<file path="src/cache_axi_pkg.sv">
`default_nettype none

package cache_axi_pkg;

    // transaction ids on the axi side
    localparam logic [3:0] ID_ICACHE = 4'd0;
    localparam logic [3:0] ID_DCACHE = 4'd1;

    localparam logic [2:0] TYPE_LINE = 3'd4;   // 0..2 are byte/half/word sizes
    localparam int LINE_BEATS = 4;

    typedef struct packed {
        logic [2:0]  rtype;
        logic [31:0] addr;
    } rd_req_t;

    typedef struct packed {
        logic [2:0]   rtype;
        logic [31:0]  addr;
        logic [3:0]   strb;
        logic [127:0] data;   // word 0 in the low bits
    } wr_req_t;

    typedef struct packed {
        logic        last;
        logic [31:0] data;
    } ret_t;

    // also used for the write address channel
    typedef struct packed {
        logic [3:0]  id;
        logic [31:0] addr;
        logic [7:0]  len;
        logic [2:0]  size;
    } axi_ar_t;

    typedef struct packed {
        logic [3:0]  id;
        logic [31:0] data;
        logic        last;
    } axi_r_t;

    typedef struct packed {
        logic [31:0] data;
        logic [3:0]  strb;
        logic        last;
    } axi_w_t;

    function automatic logic [7:0] burst_len(input logic [2:0] rtype);
        return (rtype == TYPE_LINE) ? 8'(LINE_BEATS - 1) : 8'd0;
    endfunction

    // a line goes out as word beats
    function automatic logic [2:0] burst_size(input logic [2:0] rtype);
        return (rtype == TYPE_LINE) ? 3'd2 : rtype;
    endfunction

endpackage

`default_nettype wire

</file>
<file path="src/wr_burst_unit.sv">
`timescale 1ns/1ps
`default_nettype none

module wr_burst_unit (
    input  wire logic                   i_clock,
    input  wire logic                   i_reset,
    input  wire logic                   i_dwr_req,
    input  wire cache_axi_pkg::wr_req_t i_dwr,
    input  wire logic                   i_awready,
    input  wire logic                   i_wready,
    input  wire logic                   i_bvalid,
    output logic                        o_awvalid,
    output cache_axi_pkg::axi_ar_t      o_aw,
    output logic                        o_wvalid,
    output cache_axi_pkg::axi_w_t       o_w,
    output logic                        o_bready,
    output logic                        o_dwr_rdy,
    output logic                        o_busy
);

    localparam int CW = $clog2(cache_axi_pkg::LINE_BEATS);

    typedef enum logic [1:0] {
        s_idle,
        s_send,
        s_resp
    } state_t;

    state_t state_q;

    logic [cache_axi_pkg::LINE_BEATS-1:0][31:0] line_q;
    logic [3:0]    strb_q;
    logic [CW-1:0] cnt_q;    // current beat
    logic [CW-1:0] final_q;  // index of the last beat
    logic          aw_hs;
    logic          w_hs;
    logic [7:0]    req_len;

    // address straight from the request while idle
    assign o_awvalid = (state_q == s_idle) && i_dwr_req;
    assign req_len = cache_axi_pkg::burst_len(i_dwr.rtype);
    assign o_aw.id = cache_axi_pkg::ID_DCACHE;
    assign o_aw.addr = i_dwr.addr;
    assign o_aw.len = req_len;
    assign o_aw.size = cache_axi_pkg::burst_size(i_dwr.rtype);

    assign aw_hs = o_awvalid && i_awready;
    assign o_dwr_rdy = aw_hs;

    assign o_wvalid = (state_q == s_send);
    assign o_w.data = line_q[cnt_q];
    assign o_w.strb = strb_q;
    assign o_w.last = (cnt_q == final_q);
    assign w_hs = o_wvalid && i_wready;

    assign o_bready = (state_q == s_resp);
    assign o_busy = (state_q != s_idle);

    always_ff @(posedge i_clock) begin
        if (i_reset) begin
            state_q <= s_idle;
        end else begin
            case (state_q)
                s_idle: begin
                    if (aw_hs) state_q <= s_send;
                end
                s_send: begin
                    if (w_hs && o_w.last) state_q <= s_resp;
                end
                s_resp: begin
                    if (i_bvalid) state_q <= s_idle;
                end
                default: state_q <= s_idle;
            endcase
        end
    end

    // line buffer and beat counter
    always_ff @(posedge i_clock) begin
        if (aw_hs) begin
            line_q <= i_dwr.data;
            strb_q <= i_dwr.strb;
            final_q <= req_len[CW-1:0];
            cnt_q <= '0;
        end else if (w_hs) begin
            cnt_q <= cnt_q + 1'b1;
        end
    end

endmodule

`default_nettype wire

</file>
<file path="config.mk">
export PLATFORM = sky130hd
export DESIGN_NAME = wr_burst_unit
export DESIGN_NICKNAME = d
export VERILOG_FILES = /design/src/cache_axi_pkg.sv /design/src/wr_burst_unit.sv
export SDC_FILE = /design/constraint.sdc
export NUM_CORES = 1
export LEC_CHECK = 0
export ABC_CLOCK_PERIOD_IN_PS = 8600
export BUFFER_PORTS_ARGS = -buffer_cell sky130_fd_sc_hd__buf_2
export CORE_AREA = 2 2 144 132
export CTS_BUF_LIST = sky130_fd_sc_hd__clkbuf_8 sky130_fd_sc_hd__clkbuf_16
export DETAILED_ROUTE_END_ITERATION = 10
export DIE_AREA = 0 0 146 134
export PLACE_DENSITY = 0.58
export REMOVE_ABC_BUFFERS = 1
export SYNTH_ARGS = -nofsm -noshare
export SYNTH_HDL_FRONTEND = slang
export SYNTH_SLANG_ARGS = --single-unit
</file>
<file path="constraint.sdc">
create_clock -name i_clock -period 8.6 [get_ports i_clock]
set_input_delay 0.86 -clock i_clock [delete_from_list [all_inputs] [get_ports i_clock]]
set_output_delay 0.86 -clock i_clock [all_outputs]
set_load 0.05 [all_outputs]
</file>
======== Word level (Yosys, flattened, before mapping) ========
Index checks and enable logic that the tools add are counted.
storage, ports and cells
  register bits after elaboration ......... 138
  input port bits ......................... 173
  output and inout port bits .............. 89
  word-level logic and storage cells ...... 32
cells by class
  $add $sub $neg .......................... 1
  $lt $le $gt $ge ......................... 1
  eq/ne operators ......................... 7
  muxes and demuxes ....................... 8
  reduce and logical (&&, ||, !) cells .... 7
operator list
  kind                                                                           number
  32-bit binary-select mux with 2-bit select                                     1
  32-bit 2-to-1 mux                                                              1
  2-bit 2-to-1 mux                                                               4
  2-bit case mux with 3 select lines                                             1
  1-bit logical AND                                                              4
  2-bit inequality test (second input constant)                                  2
  3-bit equality test (second input constant)                                    1
  2-bit by 3-bit less-than comparator with 1-bit output (second input constant)  1
  3-bit 2-to-1 mux                                                               1
  3-bit AND reduction                                                            1
  2-bit by 1-bit adder with 2-bit output (second input constant)                 1
  2-bit by 1-bit equality test with 1-bit output (second input constant)         1
  2-bit equality test                                                            1
  2-bit equality test (second input constant)                                    1
  2-bit zero test                                                                1
  2-bit by 1-bit inequality test with 1-bit output (second input constant)       1
  2-bit nonzero test                                                             1

======== Logic depth before layout (Yosys ltp) ========
  word-level depth ........................ 5
  gate-level depth with buffers ........... 5

======== Worst setup path before layout ========
OpenSTA, ideal clock, no wires.
  path type ............................... input to output
  start ................................... input port i_dwr_req
  end ..................................... output port o_dwr_rdy
  data arrival time ....................... 5.665 ns
  data required time ...................... 7.740 ns
  slack ................................... 2.075 ns
  stages .................................. 2
  cells stage by stage .................... nor3b_1 -> and2_1
on the way
  cells in the longest elaborated chain, start to end .. 2
RTL lines
  element             RTL line             text
  start: declaration  wr_burst_unit.sv:7   input wire logic i_dwr_req,
  1-bit logical AND   wr_burst_unit.sv:40  assign o_awvalid = (state_q == s_idle) && i_dwr_req;
  1-bit logical AND   wr_burst_unit.sv:47  assign aw_hs = o_awvalid && i_awready;
  end: declaration    wr_burst_unit.sv:17  output logic o_dwr_rdy,
Every way passes these cells.

==> impl_summary.txt <==
----------------------------------------------------
[Outcome]
  Status ... complete, no violations

[Power and ir drop]
  Net switching fraction of the power ... 29.6%
  Comb pwr share ... 19.3%
  Relative contribution of the clock network to total power ... 35.6%
  Ratio of total power to cell area ... 263 nW/um2
  Worst vdd ir ... 131 uV
  Cell-internal power ... 1.25 mW
  Leakage power figure ... 2.57 nW
  NetSw ... 528 uW
  Fraction of power consumed by sequential logic ... 45.1%

[Final layout]
  Proportion of layout cells with a drive suffix above 1 ... 60.4%
  Layout overhead on the synthesized area ... 26.4%
  Number of inserted diodes ... 0
  Number of inserted filler cells in the final layout ... 1,736
  NumNets Final ... 587

[Routing]
  Pre-Repair DR Iteration Count ... 4
  Post-detailed-route count of antenna-violating nets ... 0
  Met3 layer wire length in the routed design ... 1470 um
  Met2 layer wire length in the routed design ... 5390 um
  Wire length the detailed router placed on met1 ... 5360 um
  Detailed-route DRC error count ... 0
  Routed length per instance ... 18.4 um
  Violation count after the first detailed-routing iteration ... 165
  Via Count ... 2,893
  Total routed wirelength ... 12,300 um
  Via-to-Cell Ratio ... 4.31
  Top layer reached by signal wires ... met4

[Placed design]
  Port Buffers ... 187
  Placer's final routability congestion estimate ... 0.773

[Die]
  Row Count ... 47
  Die Ht ... 134 um
  Initial standard-cell utilization of the core ... 29.6%
  DIE AREA ... 19,600 um2
  Top-level port count ... 262
  Die width ... 146 um
  Floorplan Core Area ... 18,100 um2

[Logic synthesis]
  Post-synthesis average cell area ... 21.5 um2
  Netlist area before placement ... 5360 um2
  Flip-flop and latch count after synthesis ... 137
  Count of mapped cells out of synthesis ... 249
  Fraction of the yosys area taken by sequential cells ... 76.0%
  Distinct cell type count of the synthesized netlist ... 23
  Total of warnings raised by yosys ... 0

[Setup path]
  Critical Path RT ... 7.74 ns
  CP cell instances ... buf_4 > mux4_2 > buf_2
  Type of element capturing the critical path ... output pin
  CP Class ... reg -> out
  Path depth of the worst reg2reg path ... 4
  Peak per-stage delay on the critical path ... 0.75 ns
  Slowest stage cell on the critical path ... sky130_fd_sc_hd__dfxtp_2
  Endpoint arrival time on the critical path ... 2.46 ns
  Category of the worst setup path launch point ... flop
  Largest driver fanout on the critical path ... 19

[Job]
  Number of max-cap violations ... 0

[CTS]
  Number of levels the H-tree was split into ... 4
  Root buffer cell ... sky130_fd_sc_hd__clkbuf_16
  Clock insertion delay at the later pin of the skew report ... 0.41 ns
  Maximum count of clock buffers along a single path ... 2
  CTS tree ... built
  CTS hold repair buffers ... 0
  Clock-pin slew reported for the worst setup and hold paths after clock tree synthesis ... 0.06 ns
  Cts repair resizes ... 0
  Number of CTS-inserted buffers ... 17
  Post-CTS setup buffers ... 0
  Num Clock Sinks ... 137

[GRT]
  Number of global-route vias before repair ... 3,116
  Maximum number of pins on one net before global-route repair ... 73
  Overflow left after global routing ... 0
  Global-route usage over all layers ... 12.8%
  Initial antenna violation count ... 1
  First-pass GRT wire length ... 18,400 um

[Timing]
  Setup repair after global routing missed its margin ... false
  Final number of hold-violating endpoints ... 0
  Final setup fails ... 0
  Setup TNS ... 0 ns
  Worst relative slew slack ... 33.9%
  Pins over their slew limit ... 0
  Final period util ... 38.6%
  Fin Clk Skew ... 0.00539 ns
  Min cycle time layout ... 3.32 ns
  Final-layout worst hold slack ... 0.576 ns
  Maximum frequency from static timing analysis ... 0.301 GHz
  Tightest Pin Transition ... 0.991 ns

[Min path]
  Hold path cells ... 2
  Class of the worst hold path ... reg -> reg

----------------------------------------------------
## power by group through the flow
stage | Clock, mW | Combinational [mW] | Sequential, mW
after global routing | 0.686 | 0.362 | 0.811
after global placement | 0 | 0.347 | 0.818
after floorplan | 0 | 0.249 | 0.824
final | 0.634 | 0.344 | 0.804
after detailed placement | 0 | 0.348 | 0.821
after CTS | 0.656 | 0.349 | 0.807
## Yosys cell counts
cell | count | share of area (%)
sky130_fd_sc_hd__mux4_2 | 32 | 13
sky130_fd_sc_hd__nand3b_1 | 1 | 0.14
sky130_fd_sc_hd__buf_6 | 5 | 1.0
sky130_fd_sc_hd__or3_4 | 1 | 0.21
sky130_fd_sc_hd__clkbuf_1 | 1 | 0.070
sky130_fd_sc_hd__inv_1 | 3 | 0.21
sky130_fd_sc_hd__and2_1 | 2 | 0.23
sky130_fd_sc_hd__buf_4 | 43 | 6.0
sky130_fd_sc_hd__nand2_1 | 1 | 0.070
sky130_fd_sc_hd__dfxtp_1 | 4 | 1.5
sky130_fd_sc_hd__nand4b_1 | 1 | 0.16
sky130_fd_sc_hd__nand3_1 | 2 | 0.19
sky130_fd_sc_hd__nor3b_1 | 1 | 0.14
sky130_fd_sc_hd__buf_2 | 3 | 0.28
sky130_fd_sc_hd__a21boi_2 | 1 | 0.21
sky130_fd_sc_hd__conb_1 | 2 | 0.14
sky130_fd_sc_hd__a32o_2 | 1 | 0.21
sky130_fd_sc_hd__nor2b_1 | 2 | 0.23
sky130_fd_sc_hd__xor2_1 | 2 | 0.33
sky130_fd_sc_hd__or2_2 | 1 | 0.12
sky130_fd_sc_hd__edfxtp_1 | 133 | 74
sky130_fd_sc_hd__o41ai_1 | 1 | 0.16
sky130_fd_sc_hd__nor2_1 | 6 | 0.42
## cell type report
class | instances | area (um2) | share of cell area, %
multi-input combinational | 65 | 912 | 13.5
inverter | 3 | 11.3 | 0.166
clock buffer | 17 | 425 | 6.27
sequential | 137 | 4080 | 60.1
timing repair buffer | 190 | 958 | 14.1
clock inverter | 15 | 90.1 | 1.33
tap | 245 | 307 | 4.52
## cells by family (layout without fill, tap and decap cells)
group | Yosys count | in the layout | share of synthesized area, %
xor gates and xnor gates | 2 | 2 | 0.327
other | 2 | 10 | 0.140
and+or+nand+nor | 18 | 18 | 1.91
buffers and inverters | 55 | 225 | 7.63
AOI/OAI and AO/OA | 3 | 3 | 0.583
DFF | 137 | 137 | 76.0
muxes | 32 | 32 | 13.4
## registers in the layout, summed over array words and instances, names as in the netlist
register / cells
strb_q: 4
final_q: 1
state_q: 2
line_q: 128
cnt_q: 2
## through the flow
stage | worst slack (ns) | cell area [um2] | utilization, % | total power, mW | std cells
final | 5.28 | 6780 | 37.4 | 1.78 | 672
after global routing | 5.02 | 6780 | 37.4 | 1.86 | 672
after detailed placement | 5.20 | 6260 | 34.6 | 1.17 | 640
after CTS | 5.10 | 6780 | 37.4 | 1.81 | 672
after global placement | 5.34 | 6260 | 34.6 | 1.16 | 640
after floorplan | 2.08 | 4990 | - | 1.07 | 205
## critical path: cells and delay by family, from the launching register on
family   cells  cell delay [ns]
buf+inv      2             0.72
flops        1             0.75
mux          1             0.57
## placed cells by master, fill, tap and decap left out
cell type                    count
sky130_fd_sc_hd__nor2_1          6
sky130_fd_sc_hd__nor3b_1         1
sky130_fd_sc_hd__buf_2         187
sky130_fd_sc_hd__buf_4           3
sky130_fd_sc_hd__o41ai_1         1
sky130_fd_sc_hd__or3_4           1
sky130_fd_sc_hd__inv_1           5
sky130_fd_sc_hd__dfxtp_2         2
sky130_fd_sc_hd__clkinv_1        1
sky130_fd_sc_hd__nand3_1         2
sky130_fd_sc_hd__dfxtp_1         2
sky130_fd_sc_hd__nor2b_1         2
sky130_fd_sc_hd__clkinvlp_4      3
sky130_fd_sc_hd__nand3b_1        1
sky130_fd_sc_hd__and2_4          1
sky130_fd_sc_hd__clkbuf_16      17
sky130_fd_sc_hd__a32o_2          1
sky130_fd_sc_hd__xor2_1          2
sky130_fd_sc_hd__or2_2           1
sky130_fd_sc_hd__and2_1          1
sky130_fd_sc_hd__a21boi_2        1
sky130_fd_sc_hd__clkinv_2        6
sky130_fd_sc_hd__mux4_2         32
sky130_fd_sc_hd__nand4b_1        1
sky130_fd_sc_hd__conb_1         10
sky130_fd_sc_hd__nand2_1         1
sky130_fd_sc_hd__edfxtp_1      133
sky130_fd_sc_hd__clkinv_4        3
## path summary, 6_finish.rpt
kind / startpoint / to / slack [ns]
max: cnt_q[0] / o_w[34] / 5.28
min: state_q[0] / state_q[0] / 0.58
max reg2reg: state_q[1] / line_q[93] / 5.81
min reg2reg: state_q[0] / state_q[0] / 0.58
## layer usage
layer,track usage [%],vias up
met1,16.4,1438
met3,8.47,10
met2,18.0,176
li1,-,1269
met4,3.13,0
met5,1.25,-
No activity file was read; power rests on OpenSTA's default activity.
