==> src/cache_axi_pkg.sv <==
`default_nettype none

package cache_axi_pkg;

    // transaction ids on the axi side
    localparam logic [3:0] ID_ICACHE = 4'd0;
    localparam logic [3:0] ID_DCACHE = 4'd1;

    localparam logic [2:0] TYPE_LINE = 3'd4;   // 0..2 are byte/half/word sizes
    localparam int LINE_BEATS = 4;

    typedef struct packed {
        logic [2:0]  rtype;
        logic [31:0] addr;
    } rd_req_t;

    typedef struct packed {
        logic [2:0]   rtype;
        logic [31:0]  addr;
        logic [3:0]   strb;
        logic [127:0] data;   // word 0 in the low bits
    } wr_req_t;

    typedef struct packed {
        logic        last;
        logic [31:0] data;
    } ret_t;

    // also used for the write address channel
    typedef struct packed {
        logic [3:0]  id;
        logic [31:0] addr;
        logic [7:0]  len;
        logic [2:0]  size;
    } axi_ar_t;

    typedef struct packed {
        logic [3:0]  id;
        logic [31:0] data;
        logic        last;
    } axi_r_t;

    typedef struct packed {
        logic [31:0] data;
        logic [3:0]  strb;
        logic        last;
    } axi_w_t;

    function automatic logic [7:0] burst_len(input logic [2:0] rtype);
        return (rtype == TYPE_LINE) ? 8'(LINE_BEATS - 1) : 8'd0;
    endfunction

    // a line goes out as word beats
    function automatic logic [2:0] burst_size(input logic [2:0] rtype);
        return (rtype == TYPE_LINE) ? 3'd2 : rtype;
    endfunction

endpackage

`default_nettype wire

==> src/rd_addr_issue.sv <==
`timescale 1ns/1ps
`default_nettype none

module rd_addr_issue (
    input  wire logic                   i_clock,
    input  wire logic                   i_reset,
    input  wire logic                   i_ld,
    input  wire cache_axi_pkg::rd_req_t i_ld_req,
    input  wire logic [3:0]             i_ld_id,
    input  wire logic                   i_arready,
    output logic                        o_arvalid,
    output cache_axi_pkg::axi_ar_t      o_ar,
    output logic                        o_free
);

    // free now, or free once this handshake completes
    assign o_free = !o_arvalid || i_arready;

    always_ff @(posedge i_clock) begin
        if (i_reset) begin
            o_arvalid <= 1'b0;
        end else if (i_ld) begin
            o_arvalid <= 1'b1;
        end else if (i_arready) begin
            o_arvalid <= 1'b0;
        end
    end

    // address register, only loaded when free
    always_ff @(posedge i_clock) begin
        if (i_ld) begin
            o_ar.id <= i_ld_id;
            o_ar.addr <= i_ld_req.addr;
            o_ar.len <= cache_axi_pkg::burst_len(i_ld_req.rtype);
            o_ar.size <= cache_axi_pkg::burst_size(i_ld_req.rtype);
        end
    end

endmodule

`default_nettype wire

==> config.mk <==
export PLATFORM = sky130hd
export DESIGN_NAME = rd_addr_issue
export DESIGN_NICKNAME = d
export VERILOG_FILES = /design/src/cache_axi_pkg.sv /design/src/rd_addr_issue.sv
export SDC_FILE = /design/constraint.sdc
export NUM_CORES = 1
export LEC_CHECK = 0
export BUFFER_PORTS_ARGS = -buffer_cell sky130_fd_sc_hd__buf_2
export CAP_MARGIN = 20
export CORE_MARGIN = 3
export CORE_UTILIZATION = 36
export DETAILED_ROUTE_END_ITERATION = 10
export PLACE_DENSITY = 0.79
export RECOVER_POWER = 100
export REMOVE_ABC_BUFFERS = 1
export SLEW_MARGIN = 10
export SYNTH_ARGS = -nofsm -noshare
export SYNTH_HDL_FRONTEND = slang
export SYNTH_SLANG_ARGS = --single-unit
==> constraint.sdc <==
create_clock -name i_clock -period 0.8 [get_ports i_clock]
set_input_delay 0.04 -clock i_clock [delete_from_list [all_inputs] [get_ports i_clock]]
set_output_delay 0.04 -clock i_clock [all_outputs]
set_load 0.005 [all_outputs]
=== Word level (Yosys, flattened, before mapping) ===
Cells that the tools add are included.

* Flip-flop bits (word level): 48
* Input bits: 43
* Output and inout bits: 49
* Word-level logic and storage cells: 12

* Equality and inequality tests: 1
* Muxes and demuxes: 3
* Reductions and logical operators: 3

{| class="wikitable"
|+ Operators by type and width
! kind !! count
|-
| 3-bit equality test, second input constant || 1
|-
| 1-bit two-way mux || 2
|-
| 2-bit two-way mux || 1
|-
| 2-bit nonzero test || 1
|-
| 1-bit zero test || 1
|-
| 1-bit logical OR || 1
|}

=== Longest topological paths before layout ===
Gate-level depths: netlist of run 1.

* Word-level depth: 2
* Depth in mapped cells: 2
* Gate-level depth less buffers: 2

=== Worst setup path before layout of run 1 ===
OpenSTA, ideal clock, no wires.

* Kind: reg2reg
* Start point: register o_arvalid (netlist name)
* End point: register o_arvalid
* Setup time: 66 ps
* Arrival time: 541 ps
* Data required time: 734 ps
* Setup slack: 193 ps
* Cell stages (with the launch flop): 3
* Path buffers: 0
* Clock period less this slack: 607 ps
* Cell sequence: dfxtp_1 -> nand2b_4 -> a21oi_2

{| class="wikitable"
|+ RTL lines
! item !! line !! text
|-
| end signal: assignment || rd_addr_issue.sv:21 || <nowiki>o_arvalid <= 1'b0;</nowiki>
|-
| end signal: assignment || rd_addr_issue.sv:23 || <nowiki>o_arvalid <= 1'b1;</nowiki>
|-
| end signal: assignment || rd_addr_issue.sv:25 || <nowiki>o_arvalid <= 1'b0;</nowiki>
|-
| end: declaration || rd_addr_issue.sv:11 || <nowiki>output logic o_arvalid,</nowiki>
|}

==> results of run 1 <==
[final timing paths]
| path | startpoint | to |
|---|---|---|
| worst min register to register | o_arvalid | o_arvalid |
| worst max register to register | o_arvalid | o_arvalid |
| worst min-delay path | i_ld_req[34] | o_ar[2] |
| worst max-delay path | o_ar[3] | o_ar[4] |
[registers in the layout, indices dropped and copies added (netlist names)]
| name | cells |
|---|---|
| o_ar | 40 |
| o_arvalid | 1 |
[cells by family (layout without fill, tap and decap cells)]
logic type,count (synthesis),in the layout
AO/OA/AOI/OAI,2,2
other,1,6
buffers and inverters,9,135
AND/OR/NAND/NOR,4,4
flip-flops,41,41
[per-stage QoR]
step / worst slack (ps) / total power, mW / std cells
final: -62.27 / 4.365 / 234
after global routing: -102.1 / 4.538 / 234
after CTS: -87.68 / 4.404 / 233
after detailed placement: 130.2 / 3.019 / 187
after global placement: 139.0 / 3.000 / 187
after floorplan: 192.6 / 2.688 / 54
[layout by cell type (no fill, tap or decap)]
| master | instances |
|---|---|
| sky130_fd_sc_hd__buf_2 | 80 |
| sky130_fd_sc_hd__edfxtp_1 | 40 |
| sky130_fd_sc_hd__dlygate4sd3_1 | 38 |
| sky130_fd_sc_hd__conb_1 | 6 |
| sky130_fd_sc_hd__clkbuf_8 | 5 |
| sky130_fd_sc_hd__clkbuf_1 | 3 |
| sky130_fd_sc_hd__nand2b_1 | 2 |
| sky130_fd_sc_hd__clkinv_1 | 2 |
| sky130_fd_sc_hd__buf_6 | 2 |
| sky130_fd_sc_hd__clkbuf_2 | 2 |
| sky130_fd_sc_hd__nor2_1 | 1 |
| sky130_fd_sc_hd__nand2b_4 | 1 |
| sky130_fd_sc_hd__inv_1 | 1 |
| sky130_fd_sc_hd__a21oi_2 | 1 |
| sky130_fd_sc_hd__o21a_1 | 1 |
| sky130_fd_sc_hd__clkinv_2 | 1 |
| sky130_fd_sc_hd__dfxtp_2 | 1 |
| sky130_fd_sc_hd__buf_4 | 1 |
[power by group]
part	total [mW]	internal, mW	switching, mW
Combinational	0.519	0.319	0.201
Clock	1.26	0.587	0.676
Sequential	2.58	2.54	0.0399
[cell type report]
type                    count  area share [%]
clock inverters             3          0.5522
repair buffers            126           36.72
flip-flops and latches     41           53.95
inverters                   1          0.1657
multi-input cells          12           3.037
clock buffers               5           3.037
well taps                  46           2.540
[per-layer routing]
metal / routed length [µm] / vias to the layer above / GRT usage (%) / part of all wire [%]
met1: 1049 / 428 / 14.19 / 34
met3: 372 / 4 / 6.408 / 12
met4: 42 / 0 / 4.810 / 1.3
met5: 0 / - / 0 / 0
li1: - / 457 / - / -
met2: 1651 / 57 / 25.87 / 53
[repair_timing]
action | in CTS | in global routing
hold buffers | 38 | 0
setup buffers | 0 | 1
resized for setup | 2 | 1
endpoints found under the hold margin | 38 | 0
setup endpoints to repair | 43 | 43
==> metrics.txt, run 1 <==
outcome=finished with violations; violated checks=setup timing; power density normalized to cell area=around 1900 nW/µm²; kind of end point of the critical path=output port; RD Place Congestion=slightly below 0.7; utilization of the core after routing=65.33%; multiplexer share of the synthesized area=0%; area growth from synthesis to layout=69.25%; clock root cell=sky130_fd_sc_hd__clkbuf_8; WL/cell=between 10 and 15 µm; worst clock skew=0 ps; Max Clock Freq=around 1200 MHz; worst hold slack=around 65 ps; share of the yosys chip area belonging to registers=just over 90%; length of the first detailed-routing pass in iterations=3; Yosys warning count=0; maximum number of pins on one net before global-route repair=24; endpoint arrival time on the critical path=approximately 820 ps; DR iter-0 viols=38; number of global-route vias before repair=just over 1000; unrepaired setup endpoints after global routing=yes; CP Data Required Time=760 ps; number of synthesized flops with an enable pin=40; net count of the finished layout=230; register cell area after layout=1222 µm²; WL final=3115 µm; IR Drop Worst-Case VDD=roughly 1.2 mV; number of remaining DRC errors=0; family with the most delay on the worst path=flip-flops; worst min-delay path class=in -> reg; final critical-path share of the clock period=107.8%; TNS Setup=-969.9 ps; worst-margin pin slew=~570 ps; count of final max-slew check failures=0; CTS sink cnt=about 40; number of flip-flops and latches in the synthesized netlist=41; filler cell count=roughly 280; Avg Synthesized Cell Area=about 23 µm²; antenna violations before repair=0; CTS Buffer Depth=2; area of the core=approximately 3500 µm²; logic depth of the worst setup path including buffers=1; Final setup viols=between 40 and 50; Worst Path Buf+Inv=1; XOR/XNOR Fraction of Synth Area=0%; wire length of the first global-routing pass=4540 µm; aggregate global routing overflow=0; number of buffers created by CTS=5; reported max-cap violation count=0; top cell type's share of synthesized area=~90%; fraction of registers with async set/reset=0%; final critical delay including setup and external delays=around 860 ps; die span in y=66.98 µm; Main synth FF type=sky130_fd_sc_hd__edfxtp_1; ranking of synthesized cells by instance count=40 x sky130_fd_sc_hd__edfxtp_1, 7 x sky130_fd_sc_hd__buf_4, 2 x sky130_fd_sc_hd__nand2b_4; category of the critical setup timing path=reg -> out; share of layout cells above drive strength 1=between 50% and 60%; number of antenna repair diodes=0; Post-Synthesis Cell Area=1339 µm²; area of all placed cells without fillers=about 2300 µm²; Simple-Gate Fraction of Synth Area=under 10%; Leak Pwr=about 0.99 nW; number of instances in the synthesized netlist=57; cell types occupying the most area after synthesis=sky130_fd_sc_hd__edfxtp_1 90%, sky130_fd_sc_hd__buf_4 3.9%, sky130_fd_sc_hd__nand2b_4 2.1%, sky130_fd_sc_hd__dfxtp_1 1.5%, sky130_fd_sc_hd__a21oi_2 0.65%; startpoint types=flip-flop; post-synthesis compound-gate area fraction=1.215%; Initial Util=38.60%; TritonCTS clock tree=done; cell with the most instances after synthesis=sky130_fd_sc_hd__edfxtp_1; Rows=21; Register-to-Register Path Depth=3; largest family of logic cells by synthesized area=buffers and inverters; worst slew margin relative to its limit=~62%; Worst Slack Setup Final=-62.27 ps; cell depth of the worst hold path=2; number of vias after detailed routing=approximately 950; multi-input gate area in the final layout=about 69 µm²; r2r setup slk=roughly 50 ps; die width=~67 µm; die area=4486 µm²; placed standard-cell area=about 1800 µm²; largest stage delay on the critical path=about 390 ps; number of distinct library cells after synthesis=11; CP max FO=2; largest area contributor in the netlist=sky130_fd_sc_hd__edfxtp_1; GRT Util Overall=about 14%; Worst path slowest cell=sky130_fd_sc_hd__edfxtp_1; final antenna-violating net count=0; later-pin clock latency in the skew report=around 290 ps; IO Pins=just over 90; CTS H-tree depth=2; adder-cell area share of the yosys netlist=0%; register clock-pin slew on the reported worst setup and hold paths=~70 ps; via count normalized by instance count=a little over 4; count of input and output buffers=85; crit-path cells=buf_2; count of endpoints failing hold in the final timing report=0
Note: power is estimated with default switching activity, not from simulation.
==> inputs of run 2 (changes only) <==
CORE_UTILIZATION = 38   (was 36)
CTS_BUF_LIST = sky130_fd_sc_hd__clkbuf_8   (was not set)
PLACE_DENSITY = 0.82   (was 0.79)
==> run 2 against run 1 <==
  * The flow still finishes with violations (setup timing)
  * Routed wire length rose by 16%
  * Final area grew 0.28%
  * Combinational power up 2%
==> metrics.txt, run 2 (synthesized netlist as in run 1, its figures left out) <==
register clock-pin slew on the reported worst setup and hold paths=80 ps (was 70 ps); CTS H-tree depth=2 (unchanged); most common library cell in the layout ignoring fill and taps=sky130_fd_sc_hd__buf_2 (unchanged); reported max-cap violation count=0 (unchanged); wire length of the first global-routing pass=5568 µm (was 4540 µm); final critical-path share of the clock period=109.8% (was 107.8%); IO Pins=92 (unchanged); worst slew margin relative to its limit=66.65% (was 61.70%); outcome=finished with violations (unchanged); sum of net half-perimeters after detailed placement=roughly 2000 µm; aggregate global routing overflow=0 (unchanged); die area=4271 µm² (was 4486 µm²); final antenna-violating net count=0 (unchanged); Rows=20 (was 21); worst slack at placement=140.5 ps (was 130.2 ps); worst min-delay path class=in -> reg (unchanged); TNS Setup=-1524 ps (was -969.9 ps); family with the most delay on the worst path=flip-flops (unchanged); worst-margin pin slew=500.2 ps (was 574.5 ps); via count normalized by instance count=4.185 (was 4.043); CP max FO=1 (was 2); most frequent cells in the layout=80 x sky130_fd_sc_hd__buf_2, 40 x sky130_fd_sc_hd__edfxtp_1, 38 x sky130_fd_sc_hd__dlygate4sd3_1, 6 x sky130_fd_sc_hd__conb_1, 5 x sky130_fd_sc_hd__clkbuf_8 (unchanged); RD Place Congestion=0.7043 (was 0.6766); filler cell count=237 (was 277); category of the critical setup timing path=reg -> out (unchanged); unrepaired setup endpoints after global routing=yes (unchanged); placed standard-cell area=1822 µm² (was 1824 µm²); Final setup viols=41 (unchanged); WL/cell=15.57 µm (was 13.31 µm); worst hold slack=57.23 ps (was 64.60 ps); area growth from synthesis to layout=69.72% (was 69.25%); maximum number of pins on one net before global-route repair=22 (was 24); die span in y=65.36 µm (was 66.98 µm); register cell area after layout=1225 µm² (was 1222 µm²); kind of end point of the critical path=output port (unchanged); CTS sink cnt=41 (unchanged); count of endpoints failing hold in the final timing report=0 (unchanged); worst clock skew=0 ps (unchanged); net count of the finished layout=230 (unchanged); endpoint arrival time on the critical path=840 ps (was 820 ps); largest registers ranked by flip-flop count=o_ar: 40 flops, o_arvalid: 1 flops (unchanged); final critical delay including setup and external delays=878.6 ps (was 862.3 ps); area of all placed cells without fillers=2272 µm² (was 2266 µm²); later-pin clock latency in the skew report=290 ps (about the same); share of layout cells above drive strength 1=50.53% (was 50.00%); Max Clock Freq=1138 MHz (was 1160 MHz); register with the most flip-flops=o_ar (unchanged); startpoint types=flip-flop (unchanged); largest stage delay on the critical path=400 ps (was 390 ps); antenna violations before repair=0 (unchanged); TritonCTS clock tree=done (unchanged); number of global-route vias before repair=1124 (was 1014); Worst Path Buf+Inv=1 (unchanged); power density normalized to cell area=1943 nW/µm² (was 1927 nW/µm²); r2r setup slk=50 ps (about the same); violated checks=setup timing (unchanged); CP Data Required Time=760 ps (about the same); GRT Util Overall=18.70% (was 14.22%); IR Drop Worst-Case VDD=1.933 mV (was 1.183 mV); die width=65.36 µm (was 66.98 µm); multi-input gate area in the final layout=68.82 µm² (unchanged); number of antenna repair diodes=0 (unchanged); Worst Slack Setup Final=-78.63 ps (was -62.27 ps); Worst path slowest cell=sky130_fd_sc_hd__edfxtp_1 (unchanged); Leak Pwr=0.9868 nW (was 0.9879 nW); number of buffers created by CTS=5 (unchanged); clock root cell=sky130_fd_sc_hd__clkbuf_8 (unchanged); max reg flops=40 (unchanged); Initial Util=41.80% (was 38.60%); CTS Buffer Depth=2 (unchanged); number of remaining DRC errors=0 (unchanged); DR iter-0 viols=26 (was 38); count of input and output buffers=85 (unchanged); WL final=3612 µm (was 3115 µm); Total Power=4.414 mW (was 4.365 mW); crit-path cells=buf_2 (unchanged); area of the core=3203 µm² (was 3468 µm²); number of vias after detailed routing=971 (was 946); length of the first detailed-routing pass in iterations=4 (was 3); count of final max-slew check failures=0 (unchanged)
==> run 2: changes by cell type in the layout (fill, tap and decap cells not counted) <==
cell / change
sky130_fd_sc_hd__dfxtp_2: -1
sky130_fd_sc_hd__clkinv_1: -2
sky130_fd_sc_hd__clkinv_2: -1
sky130_fd_sc_hd__inv_1: +1
sky130_fd_sc_hd__dfxtp_4: +1
sky130_fd_sc_hd__clkinvlp_4: +2
==> run 2: per-layer routing <==
metal	wire, µm	share of wire [%]	track usage (%)
met3	466	13	10.26
met2	1857	51	33.50
met1	1259	35	17.66
met5	0	0	0
met4	29	0.80	6.995
==> run 2: where the power goes <==
group / switching, mW / total [mW] / internal [mW]
Sequential: 0.0499 / 2.59 / 2.54
Combinational: 0.210 / 0.529 / 0.319
Clock: 0.692 / 1.29 / 0.601
Total: 0.952 / 4.41 / 3.46
==> run 2: layout make-up <==
class                      instances  area share [%]
inverter                           1          0.1652
multi-input combinational         12           3.029
tap                               44           2.423
sequential                        41           53.91
timing repair buffer             126           36.62
clock inverter                     3          0.8260
clock buffer                       5           3.029
==> run 2: per-stage QoR <==
step / cells / util [%]
finish: 232 / 70.94
global route: 232 / 70.94
CTS: 231 / 71.72
detailed placement: 185 / 56.88
global placement: 185 / 56.88
floorplan: 54 / -
==> run 2: worst paths after layout <==
| kind | from | end | cells after the start |
|---|---|---|---|
| worst max-delay path | o_ar[43] | o_ar[43] | 1 |
| worst max register to register | o_arvalid | o_arvalid | 3 |
| worst min-delay path | i_ld_req[34] | o_ar[2] | 2 |
| worst min register to register | o_arvalid | o_arvalid | 3 |
==> run 2: what timing repair did <==
action / in CTS / in global routing
hold buffers: 38 / 0
buffers inserted: 0 / 1
cloned: 0 / 0
endpoints found under the hold margin: 38 / 0
endpoints found under the setup margin: 43 / 43
gates resized for setup: 2 / 2
