===== src/cache_axi_pkg.sv =====
`default_nettype none

package cache_axi_pkg;

    // transaction ids on the axi side
    localparam logic [3:0] ID_ICACHE = 4'd0;
    localparam logic [3:0] ID_DCACHE = 4'd1;

    localparam logic [2:0] TYPE_LINE = 3'd4;   // 0..2 are byte/half/word sizes
    localparam int LINE_BEATS = 4;

    typedef struct packed {
        logic [2:0]  rtype;
        logic [31:0] addr;
    } rd_req_t;

    typedef struct packed {
        logic [2:0]   rtype;
        logic [31:0]  addr;
        logic [3:0]   strb;
        logic [127:0] data;   // word 0 in the low bits
    } wr_req_t;

    typedef struct packed {
        logic        last;
        logic [31:0] data;
    } ret_t;

    // also used for the write address channel
    typedef struct packed {
        logic [3:0]  id;
        logic [31:0] addr;
        logic [7:0]  len;
        logic [2:0]  size;
    } axi_ar_t;

    typedef struct packed {
        logic [3:0]  id;
        logic [31:0] data;
        logic        last;
    } axi_r_t;

    typedef struct packed {
        logic [31:0] data;
        logic [3:0]  strb;
        logic        last;
    } axi_w_t;

    function automatic logic [7:0] burst_len(input logic [2:0] rtype);
        return (rtype == TYPE_LINE) ? 8'(LINE_BEATS - 1) : 8'd0;
    endfunction

    // a line goes out as word beats
    function automatic logic [2:0] burst_size(input logic [2:0] rtype);
        return (rtype == TYPE_LINE) ? 3'd2 : rtype;
    endfunction

endpackage

`default_nettype wire


===== src/bridge_ctrl.sv =====
`timescale 1ns/1ps
`default_nettype none

module bridge_ctrl (
    input  wire logic                   i_clock,
    input  wire logic                   i_reset,
    input  wire logic                   i_ird_req,
    input  wire cache_axi_pkg::rd_req_t i_ird,
    input  wire logic                   i_drd_req,
    input  wire cache_axi_pkg::rd_req_t i_drd,
    input  wire logic                   i_wr_busy,
    input  wire logic                   i_ar_free,
    output logic                        o_ld,
    output cache_axi_pkg::rd_req_t      o_ld_req,
    output logic [3:0]                  o_ld_id,
    output logic                        o_ird_rdy,
    output logic                        o_drd_rdy
);

    logic pend_q;     // a read is parked behind a write
    logic pend_d_q;   // which client it was
    logic any_req;
    logic want_d;
    logic sel_req;

    assign any_req = i_ird_req || i_drd_req;

    // data cache has priority unless a parked client is waiting
    assign want_d = pend_q ? pend_d_q : i_drd_req;
    assign sel_req = want_d ? i_drd_req : i_ird_req;

    assign o_ld = sel_req && i_ar_free && !i_wr_busy;
    assign o_ld_req = want_d ? i_drd : i_ird;
    assign o_ld_id = want_d ? cache_axi_pkg::ID_DCACHE : cache_axi_pkg::ID_ICACHE;

    assign o_drd_rdy = o_ld && want_d;
    assign o_ird_rdy = o_ld && !want_d;

    // the stalled client keeps its grant once the write drains,
    // so a later request cannot get ahead of it
    always_ff @(posedge i_clock) begin
        if (i_reset) begin
            pend_q <= 1'b0;
            pend_d_q <= 1'b0;
        end else if (o_ld) begin
            pend_q <= 1'b0;
        end else if (!pend_q && any_req && i_wr_busy) begin
            pend_q <= 1'b1;
            pend_d_q <= i_drd_req;
        end
    end

endmodule

`default_nettype wire


===== config.mk =====
export PLATFORM = sky130hd
export DESIGN_NAME = bridge_ctrl
export DESIGN_NICKNAME = d
export VERILOG_FILES = /design/src/cache_axi_pkg.sv /design/src/bridge_ctrl.sv
export SDC_FILE = /design/constraint.sdc
export NUM_CORES = 1
export LEC_CHECK = 0
export BUFFER_PORTS_ARGS = -buffer_cell sky130_fd_sc_hd__buf_2
export CORE_MARGIN = 1.5
export CORE_UTILIZATION = 28
export DETAILED_ROUTE_END_ITERATION = 16
export PLACE_DENSITY = 0.8
export REMOVE_ABC_BUFFERS = 1
export SLEW_MARGIN = 25
export SYNTH_ARGS = -nofsm -noshare
export SYNTH_HDL_FRONTEND = slang
export SYNTH_SLANG_ARGS = --single-unit

===== constraint.sdc =====
create_clock -name i_clock -period 1.85 [get_ports i_clock]
set_input_delay 0.185 -clock i_clock [delete_from_list [all_inputs] [get_ports i_clock]]
set_output_delay 0.185 -clock i_clock [all_outputs]
set_load 0.02 [all_outputs]

## Word-level counts from Yosys, hierarchy flattened

Index checks and enable logic that the tools add are counted.

- Output and inout port bits: 42
- Register bits after elaboration: 2
- Word-level logic and storage cells: 19
- Input port bits: 76

- Reductions and logical operators: 12
- Muxes and demuxes: 4
- Bitwise operators: 1

Operators with widths:

| kind | number |
|---|---|
| 35-bit two-way mux | 1 |
| 1-bit logical AND | 6 |
| 1-bit logical NOT | 3 |
| 1-bit two-way mux | 3 |
| 2-bit AND reduction | 1 |
| 2-bit OR reduction | 1 |
| 1-bit logical OR | 1 |
| 1-bit inverter | 1 |

## Longest topological paths before layout

Gate-level depths: netlist (run 1).

- Depth after elaboration: 6
- Mapped depth: 4
- Mapped depth without buffers: 3

## Least setup slack after synthesis (run 1)

OpenSTA, ideal clock, no wires.

- Path kind: register to output
- Start: reg pend_q
- End: out o_ld_req[10] (netlist name)
- Data required time: 1.665 ns
- Cell stages (with the launch flop): 4
- Path buffers: 1
- Arrival time: 1.417 ns
- Path slack: 0.248 ns
- Path through: dfxtp_1 mux2i_4 buf_6 mux2_4

RTL lines:

| item | RTL line | text |
|---|---|---|
| start, declared | bridge_ctrl.sv:20 | `logic pend_q;` |
| start signal, assigned | bridge_ctrl.sv:43 | `pend_q <= 1'b0;` |
| start signal, assigned | bridge_ctrl.sv:46 | `pend_q <= 1'b0;` |
| start signal, assigned | bridge_ctrl.sv:48 | `pend_q <= 1'b1;` |
| end, declared | bridge_ctrl.sv:14 | `output cache_axi_pkg::rd_req_t o_ld_req,` |

==> metrics.log, run 1 <==
INFO  metric result_of_the_run = finished, final reports clean
INFO  metric final.period_utilization = between 90% and 100%
INFO  metric yosys_reg_bits = 2
INFO  metric detailroute.via_count = roughly 940
INFO  metric gr-usage-met3 = 3.611%
INFO  metric clock_tree_from_tritoncts = done
INFO  metric finish.net_count = between 200 and 300
INFO  metric cts-root-buf = sky130_fd_sc_hd__clkbuf_4
INFO  metric synth_area_per_cell = 12.32 µm²
INFO  metric cp.required = 1660 ps
INFO  metric warnings_synthesis = 0
INFO  metric stdcell_area = 1531 µm²
INFO  metric detailed_place_hpwl = 2.097 mm
INFO  metric wirelength = roughly 2.7 mm
INFO  metric route.antenna.remaining_nets = 0
INFO  metric place_inst = around 200
INFO  metric hp-class = primary input to register
INFO  metric clock_transition_at_the_registers_of_the_reported_paths = around 30 ps
INFO  metric buffer_ports.inserted = approximately 110
INFO  metric routability_cong = just under 0.7
INFO  metric setup.worst_path.end_class = output pin
INFO  metric max-clock-path-buffers = 2
INFO  metric final-instance-count-excl-fill = 210
INFO  metric dpl_cell_area = roughly 1300 µm²
INFO  metric drc_errors = 0
INFO  metric finClkSkew = 2.525 ps
INFO  metric firstDrtPassIters = 2
INFO  metric max_freq = between 500 and 600 MHz
INFO  metric ios = approximately 120
INFO  metric grt_util_all_layers = between 10% and 20%
INFO  metric syn2layout_area_growth = 110.7%
INFO  metric max_stage_delay_on_crit_path = 370 ps
INFO  metric post_synth_num_cell_types = 16
INFO  metric tritoncts.num_buffers = 3
INFO  metric gr-usage-met1 = ~18%
INFO  metric grt_setup_unrepaired = yes
INFO  metric fin_worst_hold_slack = roughly 130 ps
INFO  metric wire_per_inst = roughly 13 µm
INFO  metric hold_viol = 0
INFO  metric starting_density = roughly 29%
INFO  metric core_area = 2477 µm²
INFO  metric num_rows = 18
INFO  metric vias_per_cell = between 4 and 5
INFO  metric synthDominantAreaCellType = sky130_fd_sc_hd__mux2_4
INFO  metric die_y = 53.96 µm
INFO  metric die-area = roughly 2900 µm²
INFO  metric clock_insertion_delay_worst_skew = between 200 and 250 ps
INFO  metric globalRouteMet2Util = 25.20%
INFO  metric yosysSeqAreaShare = ~5.5%
INFO  metric diodes = 0
INFO  metric cts.hold.buffers_added = 0
INFO  metric final_layout_size_suffix_gt1_share = between 90% and 100%
INFO  metric initialDrtViolationCount = 8
INFO  metric netlist.area_leader.share = 57.83%
INFO  metric cellPowerDensity = approximately 470 nW/µm²
INFO  metric postLayoutSetupSlackWorst = about 42 ps
INFO  metric grt_antenna_before_repair = 0
INFO  metric cp_slowest_cell = sky130_fd_sc_hd__dfxtp_4
INFO  metric crit_path_start_kind = register
INFO  metric drv_slew = 0
INFO  metric cts_sink_count = 2
INFO  metric synth_area_leaders = sky130_fd_sc_hd__mux2_4, sky130_fd_sc_hd__mux2_2, sky130_fd_sc_hd__dfxtp_1, sky130_fd_sc_hd__buf_6, sky130_fd_sc_hd__buf_4
INFO  metric p_leak = roughly 0.91 nW
INFO  metric crit_chain = mux2i_4, bufbuf_16, mux2_4, buf_2
INFO  metric min_period = approximately 1800 ps
INFO  metric place_ws = 107.0 ps
INFO  metric ir_worst_vdd = 0.0002600 V
INFO  metric setup_violations = 0
INFO  metric grt_max_degree = 19
INFO  metric peak_fanout_along_the_critical_path = 9
INFO  metric global_route.overflow_total = 0
INFO  metric postSynthCellCount = 59
INFO  metric data_arrival_time_of_the_critical_path = around 1600 ps
INFO  metric top_usage_layer = met2
INFO  metric htreeDepth = 1
INFO  metric criticalPathCategory = register to output pin
INFO  metric grt_pass1_wl = 3.111 mm
INFO  metric max_cap_violation_count = 0
INFO  metric syn_area = approximately 730 µm²
INFO  metric number_of_global_route_vias_before_repair = ~750
INFO  metric die_x = 53.96 µm
critical path: cells and delay by family (launching register included):
kind                   cells  cell delay [ps]
DFF                        1              370
muxes                      2              550
buffers and inverters      2              470
Yosys cell counts:
| cell type | number |
|---|---|
| sky130_fd_sc_hd__mux2_4 | 28 |
| sky130_fd_sc_hd__mux2_2 | 7 |
| sky130_fd_sc_hd__buf_4 | 4 |
| sky130_fd_sc_hd__buf_6 | 3 |
| sky130_fd_sc_hd__inv_1 | 3 |
| sky130_fd_sc_hd__and2_1 | 2 |
| sky130_fd_sc_hd__dfxtp_1 | 2 |
| sky130_fd_sc_hd__nor2_1 | 2 |
| sky130_fd_sc_hd__a2111oi_4 | 1 |
| sky130_fd_sc_hd__a211oi_1 | 1 |
| sky130_fd_sc_hd__a32oi_1 | 1 |
| sky130_fd_sc_hd__conb_1 | 1 |
| sky130_fd_sc_hd__mux2i_1 | 1 |
| sky130_fd_sc_hd__mux2i_4 | 1 |
| sky130_fd_sc_hd__nand3b_1 | 1 |
| sky130_fd_sc_hd__o21ai_0 | 1 |
area by class of cell:
cell class / count / area [µm²]
tap: 30 / 37.54
sequential: 2 / 43.79
fill: 220 / 945.9
timing repair buffer: 123 / 797.0
clock buffer: 3 / 22.52
inverter: 3 / 11.26
multi-input combinational: 49 / 619.3
final timing paths:
kind	cells after the start	endpoint	slack, ps	startpoint
setup / recovery	4	o_ld_req[23]	40	pend_q$_SDFFE_PP0P_
setup reg to reg	3	pend_q$_SDFFE_PP0P_	660	pend_d_q$_SDFFE_PP0P_
hold reg to reg	2	pend_q$_SDFFE_PP0P_	530	pend_q$_SDFFE_PP0P_
hold / removal	2	pend_q$_SDFFE_PP0P_	130	i_reset
cells by family after synthesis:
| family | count (synthesis) | synth area share [%] |
|---|---|---|
| flops | 2 | 5.508 |
| simple gates | 5 | 3.787 |
| other cells | 1 | 0.5159 |
| compound gates | 4 | 6.713 |
| buf+inv | 10 | 10.33 |
| mux | 37 | 73.15 |
where the power goes:
group	switching, mW	internal [mW]
combinational	0.244	0.317
sequential	0.00513	0.0467
clock	0.0294	0.0719
total	0.278	0.435
metrics by stage:
stage / power [mW] / setup TNS, ps / util [%]
finish: 0.7135 / 0 / 61.82
global route: 0.7643 / -588.4 / 61.82
CTS: 0.6627 / 0 / 56.52
detailed placement: 0.5192 / 0 / 52.42
global placement: 0.5127 / 0 / 52.42
floorplan: 0.3506 / -11090 / -
state kept, by name (all words and copies together), names as in the netlist:
register  cells
pend_q        1
pend_d_q      1
routing by layer:
metal,wire (µm),part of all wire (%),vias up
met5,0,0,-
met4,0,0,0
li1,-,-,453
met1,902,33,431
met3,207,7.6,0
met2,1604,59,51
repair_timing:
item                       4_1_cts  5_1_grt
cloned                           2        3
setup endpoints to repair       35       33
buffers inserted                 2        1
resized for setup                3       20
pin swaps                        0        1
cells in the final DEF (no fill, tap or decap), types with 2 or more instances in the layout:
| master | instances |
|---|---|
| sky130_fd_sc_hd__buf_2 | 104 |
| sky130_fd_sc_hd__mux2_4 | 28 |
| sky130_fd_sc_hd__buf_6 | 11 |
| sky130_fd_sc_hd__mux2_2 | 7 |
| sky130_fd_sc_hd__inv_1 | 3 |
| sky130_fd_sc_hd__conb_1 | 3 |
| sky130_fd_sc_hd__clkbuf_4 | 3 |
| sky130_fd_sc_hd__buf_4 | 3 |
| sky130_fd_sc_hd__nor2_1 | 2 |
| sky130_fd_sc_hd__and2_1 | 2 |
| sky130_fd_sc_hd__clkbuf_16 | 2 |
No activity file was read; power rests on OpenSTA's default activity.
==> run 2, diff against run 1 <==
clock period = 1.8 ns   (was 1.85 ns; I/O delays follow)
==> run 2 against run 1 <==
Effect of this change: the run now ends with negative setup slack left; flip-flop and latch count did not move; power rose by 9.8%; clock power barely moved; sequential power rose by 3%; critical path depth rose by 1; clock skew barely moved; non-clock buffer count rose by 1; final cell count rose by 0.48%; utilization rose by 4.6 points; first-iteration DRC count rose by 63%; worst setup slack got worse by 49 ps; combinational power rose by 13%; critical path type unchanged.
==> metrics.log, run 2 (synthesis gave the netlist of run 1 again) <==
INFO  metric drv_slew = 0 (unchanged)
INFO  metric grt_setup_unrepaired = yes
INFO  metric postLayoutSetupSlackWorst = -7.442 ps (-49.41 ps)
INFO  metric routability_cong = 0.6728 (about the same)
INFO  metric core_area = 2477 µm² (unchanged)
INFO  metric wirelength = 2.894 mm (+6.6%)
INFO  metric diodes = 0 (unchanged)
INFO  metric syn2layout_area_growth = 126.5%
INFO  metric crit_path_start_kind = register
INFO  metric final.period_utilization = 100.4%
INFO  metric starting_density = 29.34% (unchanged)
INFO  metric cts-root-buf = sky130_fd_sc_hd__clkbuf_4
INFO  metric global_route.overflow_total = 0 (unchanged)
INFO  metric cts.hold.buffers_added = 0 (unchanged)
INFO  metric setup_violations = 6 (+6)
INFO  metric die_x = 53.96 µm (unchanged)
INFO  metric max_freq = about 550 MHz
INFO  metric ios = 118 (unchanged)
INFO  metric p_leak = 0.9430 nW (+4.1%)
INFO  metric place_ws = 46.94 ps (-60.11 ps)
INFO  metric ir_worst_vdd = 0.0002825 V (+8.7%)
INFO  metric clock_tree_from_tritoncts = done
INFO  metric die-area = 2911 µm² (unchanged)
INFO  metric cts_sink_count = 2 (unchanged)
INFO  metric layout.cells.most_common_list = sky130_fd_sc_hd__buf_2, sky130_fd_sc_hd__buf_6, sky130_fd_sc_hd__mux2_4, sky130_fd_sc_hd__mux2_2
INFO  metric wire_per_inst = 13.72 µm (+6.1%)
INFO  metric initialDrtViolationCount = 13 (+5)
INFO  metric vias_per_cell = 4.355 (-2.2%)
INFO  metric num_rows = 18 (unchanged)
INFO  metric grt_antenna_before_repair = 0 (unchanged)
INFO  metric most_common_library_cell_in_the_layout_ignoring_fill_and_taps = sky130_fd_sc_hd__buf_2
INFO  metric max_cap_violation_count = 0 (unchanged)
INFO  metric grt_max_degree = 19 (unchanged)
INFO  metric criticalPathCategory = register to output pin
INFO  metric number_of_global_route_vias_before_repair = 816 (+9.5%)
INFO  metric route.antenna.remaining_nets = 0 (unchanged)
INFO  metric holdPathStages = 2 (unchanged)
INFO  metric max-clock-path-buffers = 2 (unchanged)
INFO  metric min_period = around 1800 ps
INFO  metric detailed_place_hpwl = 2.226 mm (+6.2%)
INFO  metric setup.worst_path.end_class = output pin
INFO  metric die_y = 53.96 µm (unchanged)
INFO  metric data_arrival_time_of_the_critical_path = 1630 ps (about the same)
INFO  metric timing.reg2reg.worst_path_depth = 3 (unchanged)
INFO  metric failed_checks = negative setup slack
INFO  metric grt_pass1_wl = 3.291 mm (+5.8%)
INFO  metric firstDrtPassIters = 4 (+2)
INFO  metric finClkSkew = 2.997 ps (+0.4723 ps)
INFO  metric cp.required = 1620 ps (-40 ps)
INFO  metric clock_transition_at_the_registers_of_the_reported_paths = 30 ps (about the same)
INFO  metric hp-class = primary input to register
INFO  metric cellPowerDensity = 476.0 nW/µm² (+2.2%)
INFO  metric hold_viol = 0 (unchanged)
INFO  metric grt_util_all_layers = 15.54% (+0.58 points)
INFO  metric buffer_ports.inserted = 114 (unchanged)
INFO  metric timing.setup.tns = -29.60 ps (-29.60 ps)
INFO  metric tritoncts.num_buffers = 3 (unchanged)
INFO  metric finish.net_count = 259 (+0.39%)
INFO  metric regs_by_ff_count = pend_d_q (1), pend_q (1)
INFO  metric final_layout_size_suffix_gt1_share = 91.16% (about the same)
INFO  metric detailroute.via_count = 919 (-1.7%)
INFO  metric peak_fanout_along_the_critical_path = 5 (-4)
INFO  metric htreeDepth = 1 (unchanged)
INFO  metric result_of_the_run = complete, but fails checks
INFO  metric clock_insertion_delay_worst_skew = 220 ps (about the same)
INFO  metric drc_errors = 0 (unchanged)
run 2: through the flow:
step	total power [mW]	area (µm²)	utilization, %	cells	hold WS (ps)
2_1_floorplan	0.3603	670.6	-	54	252.4
3_5_place_dp	0.5357	1299	52.42	199	364.9
4_1_cts	0.6774	1400	56.52	206	123.1
5_1_grt	0.8340	1647	66.46	211	124.1
6_report	0.7838	1647	66.46	211	133.8
3_3_place_gp	0.5269	1299	52.42	199	364.8
run 2: worst paths after layout:
kind	from	to	slack, ps
worst max-delay path	pend_q$_SDFFE_PP0P_	o_ld_req[17]	-7
worst min-delay path	i_reset	pend_q$_SDFFE_PP0P_	130
worst max register to register	pend_d_q$_SDFFE_PP0P_	pend_q$_SDFFE_PP0P_	620
worst min register to register	pend_q$_SDFFE_PP0P_	pend_q$_SDFFE_PP0P_	530
run 2: metal layers:
metal	vias up	GRT usage [%]	wire length, µm
li1	458	-	-
met1	410	15.23	945
met2	51	30.49	1740
met3	0	5.278	207
met4	0	3.846	0
met5	-	0	0
run 2: area by class of cell:
type | count | area (µm²)
timing repair buffer | 124 | 912.1
fill | 198 | 830.8
multi-input combinational | 49 | 619.3
sequential | 2 | 43.79
tap | 30 | 37.54
clock buffer | 3 | 22.52
inverter | 3 | 11.26
run 2: power by group:
group / leakage, nW / internal [mW] / switching (mW)
Clock: 0.0138 / 0.0735 / 0.0246
Sequential: 0.0172 / 0.0480 / 0.00520
Combinational: 0.912 / 0.368 / 0.264
run 2: critical path, stage by stage (launching register included):
cell,delay (ps)
sky130_fd_sc_hd__dfxtp_4,360
sky130_fd_sc_hd__mux2i_4,280
sky130_fd_sc_hd__buf_6,180
sky130_fd_sc_hd__clkbuf_16,160
sky130_fd_sc_hd__mux2_4,300
sky130_fd_sc_hd__buf_6,130
run 2: what timing repair did:
action	4_1_cts	5_1_grt
buffers inserted	2	2
resized for setup	3	55
pin swaps	0	1
endpoints found under the setup margin	36	36
gates cloned	2	4
==> run 3, diff against run 2 <==
CORE_ASPECT_RATIO = 0.75   (was default)
==> run 3 against run 2 <==
Effect of this change: flip-flop and latch count stayed put; highest routed layer is now met4; fmax is 2.4% higher; largest cell class unchanged; critical endpoint is now o_ld_req[18]; final area is 12% lower; the flow now finishes without violations; power is 13% lower; critical path type unchanged.
==> metrics.log, run 3 (synthesis gave the netlist of run 1 again) <==
INFO  metric cp.required = 1620 ps (about the same)
INFO  metric finish.net_count = 258 (-0.39%)
INFO  metric cts-root-buf = sky130_fd_sc_hd__clkbuf_4
INFO  metric firstDrtPassIters = 4 (unchanged)
INFO  metric tritoncts.num_buffers = 3 (unchanged)
INFO  metric die_y = 47.13 µm (-13%)
INFO  metric grt_util_all_layers = 13.14% (-2.4 points)
INFO  metric regs_by_ff_count = pend_d_q (1), pend_q (1)
INFO  metric most_common_library_cell_in_the_layout_ignoring_fill_and_taps = sky130_fd_sc_hd__buf_2
INFO  metric die_x = 61.84 µm (+15%)
INFO  metric ios = 118 (unchanged)
INFO  metric fillerInstances = 236 (+19%)
INFO  metric buffer_ports.inserted = 114 (unchanged)
INFO  metric grt_antenna_before_repair = 0 (unchanged)
INFO  metric max_freq = 566.7 MHz (+2.4%)
INFO  metric clock_tree_from_tritoncts = done
INFO  metric diodes = 0 (unchanged)
INFO  metric drv_slew = 0 (unchanged)
INFO  metric wirelength = 2.437 mm (-16%)
INFO  metric cts.hold.buffers_added = 0 (unchanged)
INFO  metric detailroute.via_count = 934 (+1.6%)
INFO  metric place_inst = 205 (+3.0%)
INFO  metric grt_pass1_wl = 2.815 mm (-14%)
INFO  metric hp-class = primary input to register
INFO  metric crit_path_start_kind = register
INFO  metric cellPowerDensity = 470.5 nW/µm² (-1.2%)
INFO  metric vias_per_cell = 4.364 (+0.21%)
INFO  metric data_arrival_time_of_the_critical_path = 1580 ps (-50 ps)
INFO  metric place_ws = 194.5 ps (+147.6 ps)
INFO  metric peak_fanout_along_the_critical_path = 6 (+1)
INFO  metric die-area = 2914 µm² (about the same)
INFO  metric starting_density = 30.50% (+1.2 points)
INFO  metric routability_cong = 0.7101 (+5.5%)
INFO  metric htreeDepth = 1 (unchanged)
INFO  metric route.antenna.remaining_nets = 0 (unchanged)
INFO  metric max_cap_violation_count = 0 (unchanged)
INFO  metric initialDrtViolationCount = 20 (+7)
INFO  metric num_rows = 15 (-3)
INFO  metric setup_violations = 0 (-6)
INFO  metric hold_viol = 0 (unchanged)
INFO  metric max-clock-path-buffers = 2 (unchanged)
INFO  metric layout.cells.most_common_list = sky130_fd_sc_hd__buf_2, sky130_fd_sc_hd__mux2_4, sky130_fd_sc_hd__mux2_2, sky130_fd_sc_hd__buf_4
INFO  metric final_layout_size_suffix_gt1_share = 91.11% (about the same)
INFO  metric clock_insertion_delay_worst_skew = 230 ps (about the same)
INFO  metric p_leak = 0.8701 nW (-7.7%)
INFO  metric syn2layout_area_growth = 99.14%
INFO  metric criticalPathCategory = register to output pin
INFO  metric drc_errors = 0 (unchanged)
INFO  metric final-instance-count-excl-fill = 214 (+1.4%)
INFO  metric min_period = 1764 ps (-42.95 ps)
INFO  metric wire_per_inst = 11.39 µm (-17%)
INFO  metric final.period_utilization = 98.03% (-2.4 points)
INFO  metric core_area = 2384 µm² (-3.8%)
INFO  metric number_of_global_route_vias_before_repair = 737 (-9.7%)
INFO  metric timing.reg2reg.setup_slack = 650 ps (+30 ps)
INFO  metric clock_transition_at_the_registers_of_the_reported_paths = 30 ps (about the same)
INFO  metric result_of_the_run = finished, final reports clean
INFO  metric postLayoutSetupSlackWorst = 35.50 ps (+42.95 ps)
INFO  metric cts_sink_count = 2 (unchanged)
INFO  metric ir_worst_vdd = 0.0001866 V (-34%)
INFO  metric grt_max_degree = 26 (+7)
INFO  metric finClkSkew = 5.137 ps (+2.139 ps)
INFO  metric detailed_place_hpwl = 2.003 mm (-10%)
INFO  metric global_route.overflow_total = 0 (unchanged)
INFO  metric setup.worst_path.end_class = output pin
## run 3: per-stage QoR
stage / TNS, ps / utilization, % / hold WS (ps) / area [µm²] / power [mW]
2_1_floorplan: -12800 / - / 252.4 / 670.6 / 0.3603
3_3_place_gp: 0 / 55.33 / 360.8 / 1319 / 0.5307
3_5_place_dp: 0 / 55.33 / 363.7 / 1319 / 0.5380
4_1_cts: 0 / 56.48 / 118.8 / 1346 / 0.6456
5_1_grt: -47.14 / 60.73 / 124.9 / 1448 / 0.7200
6_report: 0 / 60.73 / 121.7 / 1448 / 0.6811
## run 3: worst max-delay path: stages, from the launching register on
cell                        delay, ps
sky130_fd_sc_hd__dfxtp_2          350
sky130_fd_sc_hd__mux2i_4          240
sky130_fd_sc_hd__buf_4            160
sky130_fd_sc_hd__clkbuf_16        150
sky130_fd_sc_hd__mux2_4           290
sky130_fd_sc_hd__buf_2            160
## run 3: routing by layer
layer  global-route usage, %  vias to the layer above  wire length (µm)
li1                        -                      455                 -
met1                   12.87                      418               892
met2                   26.95                       56              1330
met3                   1.102                        5               182
met4                   7.660                        0                31
met5                       0                        -                 0
## run 3: final timing paths
kind / from / to / cells past startpoint
setup / recovery: pend_q$_SDFFE_PP0P_ / o_ld_req[18] / 5
hold / removal: i_reset / pend_q$_SDFFE_PP0P_ / 2
setup reg to reg: pend_d_q$_SDFFE_PP0P_ / pend_q$_SDFFE_PP0P_ / 3
hold reg to reg: pend_d_q$_SDFFE_PP0P_ / pend_d_q$_SDFFE_PP0P_ / 2
## run 3: repair_timing
item                                    CTS  global route
pin swaps                                 0             1
endpoints found under the hold margin     0             0
buffers inserted                          0             3
cloned                                    0             3
endpoints found under the setup margin   15             7
resized for setup                         2             1
## run 3: cell type report
class                   count  area [µm²]  share of cell area (%)
repair buffers            123       710.7                   49.09
clock buffers               3       22.52                   1.556
well taps                  34       42.54                   2.939
flip-flops and latches      2       41.29                   2.852
multi-input cells          49       619.3                   42.78
inverters                   3       11.26                  0.7779
## run 3: report_power, final
part           total [mW]  internal [mW]  switching, mW
clock network       0.100         0.0736         0.0264
logic               0.528          0.287          0.241
registers          0.0529         0.0485        0.00438
total               0.681          0.409          0.272
